[src/rtl/tx_commit_pkg.sv]
// TX commit generator shared definitions
// Header widths, format-type codes, the request header views and the
// locally generated completion header

package tx_commit_pkg;

   // ------------------------------------------------------------------------
   // Widths and side band bit positions
   // ------------------------------------------------------------------------

   // Request headers sit in the low HDR_W bits of the first data beat
   localparam int HDR_W = 128;

   // Generated completions carry every copied field at full width.
   // This does not fit in 128 bits, so the commit header is 20 bytes wide
   // and the stream data width must be at least CPL_W
   localparam int CPL_W = 160;

   localparam int USER_W      = 8;
   localparam int USER_DM_BIT = 0;

   // Metadata occupies header bytes 8-15 in both request encodings
   localparam int META_LSB = 64;
   localparam int META_W   = 64;

   // ------------------------------------------------------------------------
   // Format-type codes
   // ------------------------------------------------------------------------
   localparam logic [7:0] FMT_MRD32 = 8'h00;
   localparam logic [7:0] FMT_MRD64 = 8'h20;
   localparam logic [7:0] FMT_MWR32 = 8'h40;
   localparam logic [7:0] FMT_MWR64 = 8'h60;
   // Interrupt requests exist only in DM encoding
   localparam logic [7:0] FMT_INTR  = 8'h30;
   // Completion without data
   localparam logic [7:0] FMT_CPL   = 8'h0a;

   // DM request header, 24 bit length
   typedef struct packed {
      logic [63:0] metadata;
      logic [7:0]  fmt_type;
      logic [23:0] length;
      logic [9:0]  tag;
      logic [2:0]  pf_num;
      logic [10:0] vf_num;
      logic        vf_active;
      logic [6:0]  pad;
   } dm_req_hdr_t;

   // PU request header, metadata lives in the bytes PCIe marks reserved
   typedef struct packed {
      logic [63:0] metadata;
      logic [7:0]  fmt_type;
      logic [9:0]  length;
      logic [9:0]  tag;
      logic [15:0] req_id;
      logic [2:0]  pf_num;
      logic [10:0] vf_num;
      logic        vf_active;
      logic [4:0]  pad;
   } pu_req_hdr_t;

   // DM interrupt header
   typedef struct packed {
      logic [63:0] rsvd;
      logic [7:0]  fmt_type;
      logic [15:0] vector_num;
      logic [2:0]  pf_num;
      logic [10:0] vf_num;
      logic        vf_active;
      logic [24:0] pad;
   } intr_hdr_t;

   // One header word, decoded as DM, PU or interrupt by the tuser mode bit
   typedef union packed {
      dm_req_hdr_t dm;
      pu_req_hdr_t pu;
      intr_hdr_t   intr;
   } req_hdr_u;

   // Completion without data, built locally for each committed request
   typedef struct packed {
      logic [63:0] metadata;
      logic [7:0]  fmt_type;
      logic [2:0]  tc;
      logic        fc;
      logic [23:0] length;
      logic [11:0] byte_count;
      logic [9:0]  tag;
      logic [15:0] req_id;
      logic [2:0]  pf_num;
      logic [10:0] vf_num;
      logic        vf_active;
      logic [6:0]  pad;
   } cpl_hdr_t;

endpackage

[src/rtl/commit_ctrl.sv]
// Commit control
// Tracks start of packet, gates the forwarding handshake against the commit
// buffer and holds the completion of a packet until its last beat

`timescale 1ns/1ps

module commit_ctrl (
   input  logic                              clk,
   input  logic                              rst_n,
   input  logic                              sink_tvalid,
   input  logic                              sink_tlast,
   input  logic [tx_commit_pkg::USER_W-1:0]  sink_tuser,
   input  logic                              src_tready,
   input  logic                              needs_cpl,
   input  tx_commit_pkg::cpl_hdr_t           cpl_hdr,
   input  logic                              in_ready,
   output logic                              sink_tready,
   output logic                              src_tvalid,
   output logic                              sop,
   output logic                              in_valid,
   output tx_commit_pkg::cpl_hdr_t           in_hdr,
   output logic [tx_commit_pkg::USER_W-1:0]  in_user
);

   logic                             skid_ok;
   logic                             accept;
   logic                             pend_valid;
   tx_commit_pkg::cpl_hdr_t          pend_hdr;
   logic [tx_commit_pkg::USER_W-1:0] pend_user;

   // ------------------------------------------------------------------------
   // Handshake gating
   // ------------------------------------------------------------------------

   // Commits are only pushed on the last beat, so only last beats wait
   // for room in the commit buffer
   assign skid_ok = in_ready || !sink_tlast;

   assign sink_tready = src_tready && skid_ok;
   // The forwarded beat must not leave unless the sink beat is taken too
   assign src_tvalid  = sink_tvalid && skid_ok;
   assign accept      = sink_tvalid && sink_tready;

   // ------------------------------------------------------------------------
   // Start of packet and pending commit
   // ------------------------------------------------------------------------

   // The beat after a last beat opens a new packet
   always_ff @(posedge clk)
   begin
      if (!rst_n)
         sop <= 1'b1;
      else if (accept)
         sop <= sink_tlast;
   end

   // A commit is pending between the header beat and the last beat of a
   // multi-beat packet. Single-beat packets never use the register
   always_ff @(posedge clk)
   begin
      if (!rst_n)
         pend_valid <= 1'b0;
      else if (accept)
      begin
         if (sink_tlast)
            pend_valid <= 1'b0;
         else if (sop)
            pend_valid <= needs_cpl;
      end
   end

   // Header and tuser are captured from the first beat only
   always_ff @(posedge clk)
   begin
      if (accept && sop)
      begin
         pend_hdr  <= cpl_hdr;
         pend_user <= sink_tuser;
      end
   end

   // Push the commit as the last beat is accepted. A single-beat packet
   // takes the live decode, longer ones take the captured copy
   assign in_valid = accept && sink_tlast && (sop ? needs_cpl : pend_valid);
   assign in_hdr   = sop ? cpl_hdr : pend_hdr;
   assign in_user  = sop ? sink_tuser : pend_user;

endmodule

[src/rtl/commit_skid.sv]
// Commit skid buffer
// Two-entry registered buffer on the commit stream, an output register
// plus an overflow register, so in_ready comes straight from a flop

`timescale 1ns/1ps

module commit_skid #(
   parameter int DATA_W = 256
) (
   input  logic                              clk,
   input  logic                              rst_n,
   input  logic                              in_valid,
   input  tx_commit_pkg::cpl_hdr_t           in_hdr,
   input  logic [tx_commit_pkg::USER_W-1:0]  in_user,
   input  logic                              commit_tready,
   output logic                              in_ready,
   output logic                              commit_tvalid,
   output logic [DATA_W-1:0]                 commit_tdata,
   output logic [DATA_W/8-1:0]               commit_tkeep,
   output logic                              commit_tlast,
   output logic [tx_commit_pkg::USER_W-1:0]  commit_tuser
);

   localparam int CPL_BYTES = tx_commit_pkg::CPL_W / 8;

   logic                             push;
   logic                             out_ready;
   logic                             out_valid;
   logic                             ovf_valid;
   logic                             ovf_valid_nxt;
   tx_commit_pkg::cpl_hdr_t          out_hdr;
   tx_commit_pkg::cpl_hdr_t          ovf_hdr;
   logic [tx_commit_pkg::USER_W-1:0] out_user;
   logic [tx_commit_pkg::USER_W-1:0] ovf_user;

   assign push      = in_valid && in_ready;
   // Output register can take a new entry when empty or draining
   assign out_ready = !out_valid || commit_tready;

   // Overflow fills only when the output is stalled and a commit arrives.
   // It drains into the output register as soon as that moves
   always_comb
   begin
      if (out_ready)
         ovf_valid_nxt = 1'b0;
      else
         ovf_valid_nxt = ovf_valid || push;
   end

   always_ff @(posedge clk)
   begin
      if (!rst_n)
      begin
         out_valid <= 1'b0;
         ovf_valid <= 1'b0;
         in_ready  <= 1'b0;
      end
      else
      begin
         if (out_ready)
            out_valid <= ovf_valid || push;
         ovf_valid <= ovf_valid_nxt;
         in_ready  <= !ovf_valid_nxt;
      end
   end

   // Payload registers, older overflow entry goes out first
   always_ff @(posedge clk)
   begin
      if (out_ready)
      begin
         if (ovf_valid)
         begin
            out_hdr  <= ovf_hdr;
            out_user <= ovf_user;
         end
         else if (push)
         begin
            out_hdr  <= in_hdr;
            out_user <= in_user;
         end
      end
      else if (push)
      begin
         ovf_hdr  <= in_hdr;
         ovf_user <= in_user;
      end
   end

   // Header in the low bytes, every commit is a single beat
   assign commit_tvalid = out_valid;
   assign commit_tdata  = {{(DATA_W - tx_commit_pkg::CPL_W){1'b0}}, out_hdr};
   assign commit_tkeep  = {{(DATA_W/8 - CPL_BYTES){1'b0}}, {CPL_BYTES{1'b1}}};
   assign commit_tlast  = 1'b1;
   assign commit_tuser  = out_user;

endmodule

[src/rtl/cpl_hdr_build.sv]
// Completion header builder
// Forms the completion for DM writes, PU writes and DM interrupts and
// clears the PU metadata bytes in the forwarded header

`timescale 1ns/1ps

module cpl_hdr_build #(
   parameter int DATA_W = 256
) (
   input  logic [DATA_W-1:0]        sink_tdata,
   input  logic                     is_wr,
   input  logic                     is_intr,
   input  logic                     is_dm,
   input  logic                     sop,
   input  logic                     needs_cpl,
   output logic [DATA_W-1:0]        fwd_tdata,
   output tx_commit_pkg::cpl_hdr_t  cpl_hdr
);

   tx_commit_pkg::req_hdr_u hdr;
   tx_commit_pkg::cpl_hdr_t dm_cpl;
   tx_commit_pkg::cpl_hdr_t pu_cpl;
   tx_commit_pkg::cpl_hdr_t intr_cpl;

   assign hdr = sink_tdata[tx_commit_pkg::HDR_W-1:0];

   // ------------------------------------------------------------------------
   // Completion variants
   // ------------------------------------------------------------------------
   always_comb
   begin
      // DM write, most fields loop back unchanged
      dm_cpl           = '0;
      dm_cpl.fmt_type  = tx_commit_pkg::FMT_CPL;
      dm_cpl.metadata  = hdr.dm.metadata;
      dm_cpl.pf_num    = hdr.dm.pf_num;
      dm_cpl.vf_num    = hdr.dm.vf_num;
      dm_cpl.vf_active = hdr.dm.vf_active;
      dm_cpl.length    = hdr.dm.length;
      dm_cpl.tag       = hdr.dm.tag;
      dm_cpl.fc        = 1'b1;

      // PU write also returns the requester id
      pu_cpl           = '0;
      pu_cpl.fmt_type  = tx_commit_pkg::FMT_CPL;
      pu_cpl.metadata  = hdr.pu.metadata;
      pu_cpl.req_id    = hdr.pu.req_id;
      pu_cpl.pf_num    = hdr.pu.pf_num;
      pu_cpl.vf_num    = hdr.pu.vf_num;
      pu_cpl.vf_active = hdr.pu.vf_active;
      pu_cpl.length    = 24'(hdr.pu.length);
      pu_cpl.tag       = hdr.pu.tag;
      // PU length counts dwords, byte count is four times that
      pu_cpl.byte_count = {hdr.pu.length, 2'b00};

      // Interrupt returns the vector number in the metadata
      intr_cpl           = '0;
      intr_cpl.fmt_type  = tx_commit_pkg::FMT_CPL;
      intr_cpl.metadata  = 64'(hdr.intr.vector_num);
      intr_cpl.pf_num    = hdr.intr.pf_num;
      intr_cpl.vf_num    = hdr.intr.vf_num;
      intr_cpl.vf_active = hdr.intr.vf_active;
      intr_cpl.fc        = 1'b1;
      // tc bit 0 tells the accelerator this was an interrupt
      intr_cpl.tc        = 3'b001;
   end

   // Write takes priority; is_intr already implies DM mode
   always_comb
   begin
      if (is_wr)
         cpl_hdr = is_dm ? dm_cpl : pu_cpl;
      else if (is_intr)
         cpl_hdr = intr_cpl;
      else
         cpl_hdr = '0;
   end

   // ------------------------------------------------------------------------
   // Forwarded data
   // ------------------------------------------------------------------------

   // The host side treats PU bytes 8-15 as reserved, so metadata that only
   // feeds the local completion is cleared before the header leaves
   always_comb
   begin
      fwd_tdata = sink_tdata;
      if (sop && needs_cpl && !is_dm)
         fwd_tdata[tx_commit_pkg::META_LSB +: tx_commit_pkg::META_W] = '0;
   end

endmodule

[src/rtl/tx_commit_top.sv]
// TX commit generator top level
// Forwards the request stream to the host side and emits a completion
// on the commit stream for every write and DM interrupt request

`timescale 1ns/1ps

module tx_commit_top #(
   parameter int DATA_W        = 256,
   // tuser bit that suppresses a commit, 0 turns suppression off
   parameter int NO_COMMIT_BIT = 1
) (
   input  logic                              clk,
   input  logic                              rst_n,

   // Requests from the accelerator
   input  logic                              sink_tvalid,
   output logic                              sink_tready,
   input  logic [DATA_W-1:0]                 sink_tdata,
   input  logic [DATA_W/8-1:0]               sink_tkeep,
   input  logic                              sink_tlast,
   input  logic [tx_commit_pkg::USER_W-1:0]  sink_tuser,

   // Requests toward the host interface
   output logic                              src_tvalid,
   input  logic                              src_tready,
   output logic [DATA_W-1:0]                 src_tdata,
   output logic [DATA_W/8-1:0]               src_tkeep,
   output logic                              src_tlast,
   output logic [tx_commit_pkg::USER_W-1:0]  src_tuser,

   // Locally generated completions
   output logic                              commit_tvalid,
   input  logic                              commit_tready,
   output logic [DATA_W-1:0]                 commit_tdata,
   output logic [DATA_W/8-1:0]               commit_tkeep,
   output logic                              commit_tlast,
   output logic [tx_commit_pkg::USER_W-1:0]  commit_tuser
);

   logic                             is_wr;
   logic                             is_intr;
   logic                             is_dm;
   logic                             needs_cpl;
   logic                             sop;
   logic                             in_valid;
   logic                             in_ready;
   tx_commit_pkg::cpl_hdr_t          cpl_hdr;
   tx_commit_pkg::cpl_hdr_t          in_hdr;
   logic [tx_commit_pkg::USER_W-1:0] in_user;
   logic [DATA_W-1:0]                fwd_tdata;

   // Side band fields pass straight through, only the data may be scrubbed
   assign src_tdata = fwd_tdata;
   assign src_tkeep = sink_tkeep;
   assign src_tlast = sink_tlast;
   assign src_tuser = sink_tuser;

   // Classify the first-beat header
   tx_hdr_decode #(
      .NO_COMMIT_BIT(NO_COMMIT_BIT)
   ) u_decode (
      .sink_tdata (sink_tdata[tx_commit_pkg::HDR_W-1:0]),
      .sink_tuser (sink_tuser),
      .is_wr      (is_wr),
      .is_intr    (is_intr),
      .is_dm      (is_dm),
      .needs_cpl  (needs_cpl)
   );

   // Completion header and metadata scrub
   cpl_hdr_build #(
      .DATA_W(DATA_W)
   ) u_build (
      .sink_tdata (sink_tdata),
      .is_wr      (is_wr),
      .is_intr    (is_intr),
      .is_dm      (is_dm),
      .sop        (sop),
      .needs_cpl  (needs_cpl),
      .fwd_tdata  (fwd_tdata),
      .cpl_hdr    (cpl_hdr)
   );

   // Handshake gating and the pending commit
   commit_ctrl u_ctrl (
      .clk         (clk),
      .rst_n       (rst_n),
      .sink_tvalid (sink_tvalid),
      .sink_tlast  (sink_tlast),
      .sink_tuser  (sink_tuser),
      .src_tready  (src_tready),
      .needs_cpl   (needs_cpl),
      .cpl_hdr     (cpl_hdr),
      .in_ready    (in_ready),
      .sink_tready (sink_tready),
      .src_tvalid  (src_tvalid),
      .sop         (sop),
      .in_valid    (in_valid),
      .in_hdr      (in_hdr),
      .in_user     (in_user)
   );

   // Registered output stage of the commit stream
   commit_skid #(
      .DATA_W(DATA_W)
   ) u_skid (
      .clk           (clk),
      .rst_n         (rst_n),
      .in_valid      (in_valid),
      .in_hdr        (in_hdr),
      .in_user       (in_user),
      .commit_tready (commit_tready),
      .in_ready      (in_ready),
      .commit_tvalid (commit_tvalid),
      .commit_tdata  (commit_tdata),
      .commit_tkeep  (commit_tkeep),
      .commit_tlast  (commit_tlast),
      .commit_tuser  (commit_tuser)
   );

endmodule

[src/rtl/tx_hdr_decode.sv]
// Request header decode
// Classifies the first-beat header as write or interrupt, picks the
// encoding from tuser and decides whether a completion is needed

`timescale 1ns/1ps

module tx_hdr_decode #(
   // tuser bit that suppresses a commit, 0 turns suppression off
   parameter int NO_COMMIT_BIT = 1
) (
   input  logic [tx_commit_pkg::HDR_W-1:0]   sink_tdata,
   input  logic [tx_commit_pkg::USER_W-1:0]  sink_tuser,
   output logic                              is_wr,
   output logic                              is_intr,
   output logic                              is_dm,
   output logic                              needs_cpl
);

   tx_commit_pkg::req_hdr_u hdr;
   logic                    suppress;

   // Same header word, read through whichever view the mode selects
   assign hdr = sink_tdata;

   // DM and PU share the fmt_type position, so either view works for writes
   assign is_dm = sink_tuser[tx_commit_pkg::USER_DM_BIT];

   assign is_wr = (hdr.dm.fmt_type == tx_commit_pkg::FMT_MWR32) ||
                  (hdr.dm.fmt_type == tx_commit_pkg::FMT_MWR64);

   // A PU header carrying the interrupt code is not an interrupt
   assign is_intr = is_dm && (hdr.intr.fmt_type == tx_commit_pkg::FMT_INTR);

   // Bit index 0 is the DM flag, so it doubles as the off setting
   assign suppress = (NO_COMMIT_BIT != 0) ? sink_tuser[NO_COMMIT_BIT] : 1'b0;

   // Only meaningful on a start-of-packet beat, commit_ctrl samples it there
   assign needs_cpl = (is_wr || is_intr) && !suppress;

endmodule

[config.mk]
export PLATFORM = sky130hd
export DESIGN_NAME = tx_commit_top
export DESIGN_NICKNAME = d
export VERILOG_FILES = /design/src/rtl/tx_commit_pkg.sv /design/src/rtl/commit_ctrl.sv /design/src/rtl/commit_skid.sv /design/src/rtl/cpl_hdr_build.sv /design/src/rtl/tx_commit_top.sv /design/src/rtl/tx_hdr_decode.sv
export SDC_FILE = /design/constraint.sdc
export NUM_CORES = 1
export LEC_CHECK = 0
export ABC_AREA = 1
export BUFFER_PORTS_ARGS = -buffer_cell sky130_fd_sc_hd__clkbuf_2
export CAP_MARGIN = 20
export CORE_AREA = 3 3 344 346
export DETAILED_ROUTE_END_ITERATION = 8
export DIE_AREA = 0 0 347 349
export HOLD_SLACK_MARGIN = 0.15
export PLACE_DENSITY_LB_ADDON = 0.2
export SLEW_MARGIN = 10
export SYNTH_ARGS = -nofsm -noshare
export SYNTH_HDL_FRONTEND = slang
export SYNTH_SLANG_ARGS = --single-unit
[constraint.sdc]
create_clock -name clk -period 26.5 [get_ports clk]
set_clock_uncertainty 0.2 [all_clocks]
set_input_delay 2.65 -clock clk [delete_from_list [all_inputs] [get_ports clk]]
set_output_delay 2.65 -clock clk [all_outputs]
set_load 0.02 [all_outputs]
[After elaboration in Yosys (flattened, before gate mapping)]
Cells that the tools add are included.
Storage, ports and cells
  register bits: 509
  logic and storage cells: 85
Operators by class
  muxes and demuxes: 13
  eq/ne operators: 3
  reductions and logical operators: 24
  bitwise logic cells: 1
Operators with widths (number)
  $mux W160: 4
  $mux W112: 1
  $mux W85: 1
  $mux W64: 1
  $mux W8: 3
  $eq A8 B7 Y1 const B: 2
  $logic_and A1 B1 Y1: 11
  $eq A8 B6 Y1 const B: 1
  $logic_not A1 Y1: 5
  $logic_or A1 B1 Y1: 5
  $reduce_and A2 Y1: 2
  $mux W1: 3
  $reduce_bool A2 Y1: 1
  $not A1 Y1: 1

[Depth between registers and ports, before layout]
  depth in word-level cells: 10
  mapped depth: 12
  gate-level depth less buffers: 11

[Cells and area by module]
A second synthesis with hierarchy kept.
Second synthesis, totals
  cell total of the unflattened synthesis: 2520
  area total of the unflattened synthesis: 24758.7 µm²
By module, submodules not included
  commit_skid: area each 13362.8 µm², cells each 1026, times used 1, seq. area each 10149.7 µm²
  commit_ctrl: area each 7343.3 µm², cells each 732, times used 1, seq. area each 5084.9 µm²
  cpl_hdr_build: area each 3664.8 µm², cells each 703, times used 1, seq. area each 0.0 µm²
  tx_commit_top: area each 307.8 µm², cells each 41, times used 1, seq. area each 0.0 µm²
  tx_hdr_decode: area each 80.1 µm², cells each 18, times used 1, seq. area each 0.0 µm²

[Worst setup path before layout]
No wires, ideal clock.
  path kind: input -> register
  from: in sink_tdata[58]
  to: reg u_skid.out_hdr, in the netlist u_skid.commit_tdata[100], enable pin
  path slack: 15010 ps
  stages on the path: 10
  buffers on the path: 1
  arrival time: 10580 ps
  library setup time: 710 ps
  cell sequence: inv_1 nand2_1 nor2_2 nand2_1 buf_4 nand2_2 nand2_1 nand2_1 nand2_1 a21oi_1
On the way
  longest elaborated chain between the ends: 9
RTL lines
  start, declared: line tx_commit_top.sv:18  | input logic [DATA_W-1:0] sink_tdata,
  $eq A8 B7 Y1 (tied with other cells): line tx_hdr_decode.sv:28  | assign is_wr = (hdr.dm.fmt_type == tx_commit_pkg::FMT_MWR32) ||
  $logic_or A1 B1 Y1 or $logic_and A1 B1 Y1 (tied branches): line tx_hdr_decode.sv:28, tx_hdr_decode.sv:32
  $logic_or A1 B1 Y1 (*): line tx_hdr_decode.sv:38  | assign needs_cpl = (is_wr || is_intr) && !suppress;
  $logic_and A1 B1 Y1 (*): line tx_hdr_decode.sv:38
  $mux W1 (*): line commit_ctrl.sv:84  | assign in_valid = accept && sink_tlast && (sop ? needs_cpl : pend_valid);
  $logic_and A1 B1 Y1 (*): line commit_ctrl.sv:84
  $logic_and A1 B1 Y1 (*): line commit_skid.sv:36  | assign push = in_valid && in_ready;
  $reduce_bool A2 Y1 (no line) (*)
  $reduce_and A2 Y1 (no line) (*)
  end signal, assigned: line commit_skid.sv:74  | out_hdr <= ovf_hdr;
  end signal, assigned: line commit_skid.sv:79  | out_hdr <= in_hdr;
  end, declared: line commit_skid.sv:31  | tx_commit_pkg::cpl_hdr_t out_hdr;
Mark *: on every way between the ends. The rest lies on a longest branch, timed or not.
A chain may end at the register's enable or synchronous reset.

[Final worst setup path]
  from: in sink_tdata[56]
  to: out src_tdata[108]
On the way
  longest elaborated chain between the ends: 7
RTL lines
  $eq A8 B7 Y1 (tied with other cells): line tx_hdr_decode.sv:28
  $logic_or A1 B1 Y1 or $logic_and A1 B1 Y1 (tied branches): line tx_hdr_decode.sv:28, tx_hdr_decode.sv:32
  $logic_or A1 B1 Y1 (*): line tx_hdr_decode.sv:38
  $logic_and A1 B1 Y1 (*): line tx_hdr_decode.sv:38
  $logic_and A1 B1 Y1 (*) (2 in series): line cpl_hdr_build.sv:88  | if (sop && needs_cpl && !is_dm)
  $mux W64 (*): line cpl_hdr_build.sv:88
  end, declared: line tx_commit_top.sv:26  | output logic [DATA_W-1:0] src_tdata,
Marked as above.

==> qor.csv <==
metric,value,unit
status,"finished, final reports clean",
critical path endpoint category,primary output,
die area,121100,sq um
top-area cell type share of the netlist area,59.55,%
flop-to-flop setup slack,22760,ps
Die Ht,349,um
# IOs,899,
"Reg clk slew, reported paths",60,ps
Avg WL per Cell,22.03,um
"commonest non-fill, non-tap cells in the layout","nand2_1, edfxtp_1, clkbuf_2",
CP peak stage delay,600,ps
first-pass GRT wire length,118800,um
Slew HR,20.46,%
maximum VDD drop,0.04555,mV
fin area,25920,sq um
Critical Path RT,23650,ps
dpl ws,18710,ps
"most common cell after layout, fill and taps aside",nand2_1,
synthesized instance count,2288,
largest net degree at the start of global routing,148,
core area,115700,sq um
dpl hpwl,64480,um
CP top delay family,simple AND/OR/NAND/NOR gates,
Highest Clock Rate,131.1,MHz
sequential share of the synthesized area,59.99,%
PortBufs,422,
vias in the first global route,14350,
total CTS buffers,55,
setup TNS after final layout,0,ps
H-tree depth,2,
"Buf+Inv Stages, Crit Path",4,
count of cell types in the netlist,28,
compound-gate portion of the synthesized area,5.668,%
num rows,125,
Starting DRT DRC Count,1050,
Setup Viol. Count Final,0,
cts-stage hold buffer count,0,
CTS Buffer Depth,3,
Final min period,7630,ps
xor-xnor portion of the synthesized cell area,0,%
DRC violations left,0,
Worst-Margin Slew,1193,ps
vias per cell,3.784,
RR Startpoint,u_ctrl.sop,
routed wire length,88630,um
leakage power,11.71,nW
Min-Delay Path Depth,2,
Initial Utilization,19.61,%
Final Slew Violations,0,
Yosys warning total,0,
"Data arrival, critical path",4780,ps
Final period util,28.79,%
Area contributors post-synth,"edfxtp_1, buf_4, nand2_1",
final net count,2750,
adder-cell share of the synthesized area,0,%
initial antenna violation count,12,
cell accounting for the most synthesized area,edfxtp_1,
largest family of logic cells by synthesized area,buffers and inverters,
Mapped Area,22690,sq um
crit path max-delay cell type,nand3_4,
max-cap viol count,0,
clock sinks,455,
fillers,12717,
Worst setup SP type,primary input,
DP Area,24160,sq um
CP Launch Point,sink_tdata[56],
CTS tree,built,
"FF+latch count, synth",455,
Routed Antenna Nets,0,
Vias,15226,
post-CTS sizing,0,
clk_lat worst skew,620,ps
setup ws final,18870,ps
Pwr Density,64.35,nW/um^2
share of layout cells above drive strength 1,24.18,%
Avg Inst Size Synth,9.918,sq um
largest fanout on the critical path,64,
first-pass iteration count of the detailed router,7,
Area Overhead vs Synth,14.25,%
Worst setup endpoint,src_tdata[108],
Final Hold Fails,0,
postcts setup bufs,0,
mux share of post-synthesis cell area,0,%
simple-gate share of the synthesized area,16.22,%
CP Depth,10,
GRT Residual Overflow,0,
RSZ-0062 raised after global routing,false,
crit-path cells,clkbuf_2 > inv_1 > nand2_1 > nor2_2 > nand2_4 > nand2_2 > nand3_4 > nand2_1 > inv_1 > clkbuf_2,
critical path class,primary input to primary output,
GRT Util Overall,14.00,%
gpl congestion,0.7995,
die width,347,um
Root Buffer,clkbuf_16,
Reg2Reg Depth,7,
R2R Path End,u_skid.commit_tdata[47],
worst hold path class,flip-flop to flip-flop,
[power breakdown]
| part | internal (W) | leakage (nW) | switching (W) | total (W) |
|---|---|---|---|---|
| Combinational | 0.0000282 | 6.37 | 0.0000956 | 0.000124 |
| Sequential | 0.000791 | 4.48 | 0.00000216 | 0.000794 |
| Clock | 0.000436 | 0.859 | 0.000315 | 0.000751 |
[metrics by stage]
step           hold WS [ps]  instances  power [W]  util (%)
2_1_floorplan         294.5       2432  0.0009430         -
3_5_place_dp          302.9       3915  0.0009342     20.87
5_1_grt               335.2       4019   0.001736     22.39
4_1_cts               317.2       4018   0.001702     22.39
6_report              315.2       4024   0.001668     22.40
3_3_place_gp          295.6       3915  0.0009344     20.87
[layout make-up]
type	count	area, sq um	area share (%)
Antenna cell	6	15.01	0.05791
Timing Repair Buffer	439	2267	8.745
Tap cell	1524	1907	7.355
Clock buffer	72	1461	5.637
Clock inverter	31	292.8	1.129
Sequential cell	455	13620	52.54
Inverter	211	804.5	3.103
Multi-Input combinational cell	1286	5557	21.43
[cell families after synthesis]
kind of cell	count (synthesis)
buf+inv	691
simple gates	940
compound gates	200
other cells	2
flops	455
[cell usage after synthesis (all sizes together)]
library cell	count
clkbuf	58
nor2	191
inv	210
nand2	709
or2	16
o21ai	75
a31oi	87
clkinv	1
conb	2
nor3	1
o22ai	19
nand3	23
buf	422
dfxtp	5
edfxtp	450
o21a	17
a21oi	2
[worst reg2reg max path, delay by kind of cell (launching register included)]
| family | cells | cell delay (ps) |
|---|---|---|
| AO/OA/AOI/OAI | 1 | 290 |
| buffers and inverters | 3 | 1600 |
| flip-flops | 1 | 450 |
| AND/OR/NAND/NOR | 3 | 410 |
[state kept, by name, summed over array words and instances (netlist names)]
name	cells
u_skid.commit_tdata	142
u_skid.commit_tuser	8
u_ctrl.pend_user	8
u_skid.ovf_user	8
u_ctrl.pend_hdr	142
u_skid.ovf_hdr	142
u_ctrl.sop	1
u_skid.in_ready	1
u_skid.commit_tvalid	1
u_skid.ovf_valid	1
u_ctrl.pend_valid	1
[how the worst min path moves through the flow]
stage | from | end
finish | u_skid.ovf_hdr[25] | u_skid.commit_tdata[25]
global route | u_skid.ovf_hdr[101] | u_skid.commit_tdata[101]
CTS | u_skid.ovf_hdr[25] | u_skid.commit_tdata[25]
detailed placement | u_skid.ovf_hdr[59] | u_skid.commit_tdata[59]
global placement | u_skid.ovf_hdr[25] | u_skid.commit_tdata[25]
floorplan | u_skid.ovf_hdr[72] | u_skid.commit_tdata[72]
[metal layers]
| layer | wire length (um) | vias to the layer above | GRT usage [%] | share of wire [%] |
|---|---|---|---|---|
| li1 | - | 7275 | - | - |
| met1 | 34390 | 7190 | 16.21 | 39 |
| met2 | 43350 | 644 | 23.94 | 49 |
| met3 | 8804 | 109 | 5.665 | 9.9 |
| met4 | 1895 | 8 | 3.500 | 2.1 |
| met5 | 190 | - | 0.8804 | 0.21 |
(Power assumes the default switching activity.)
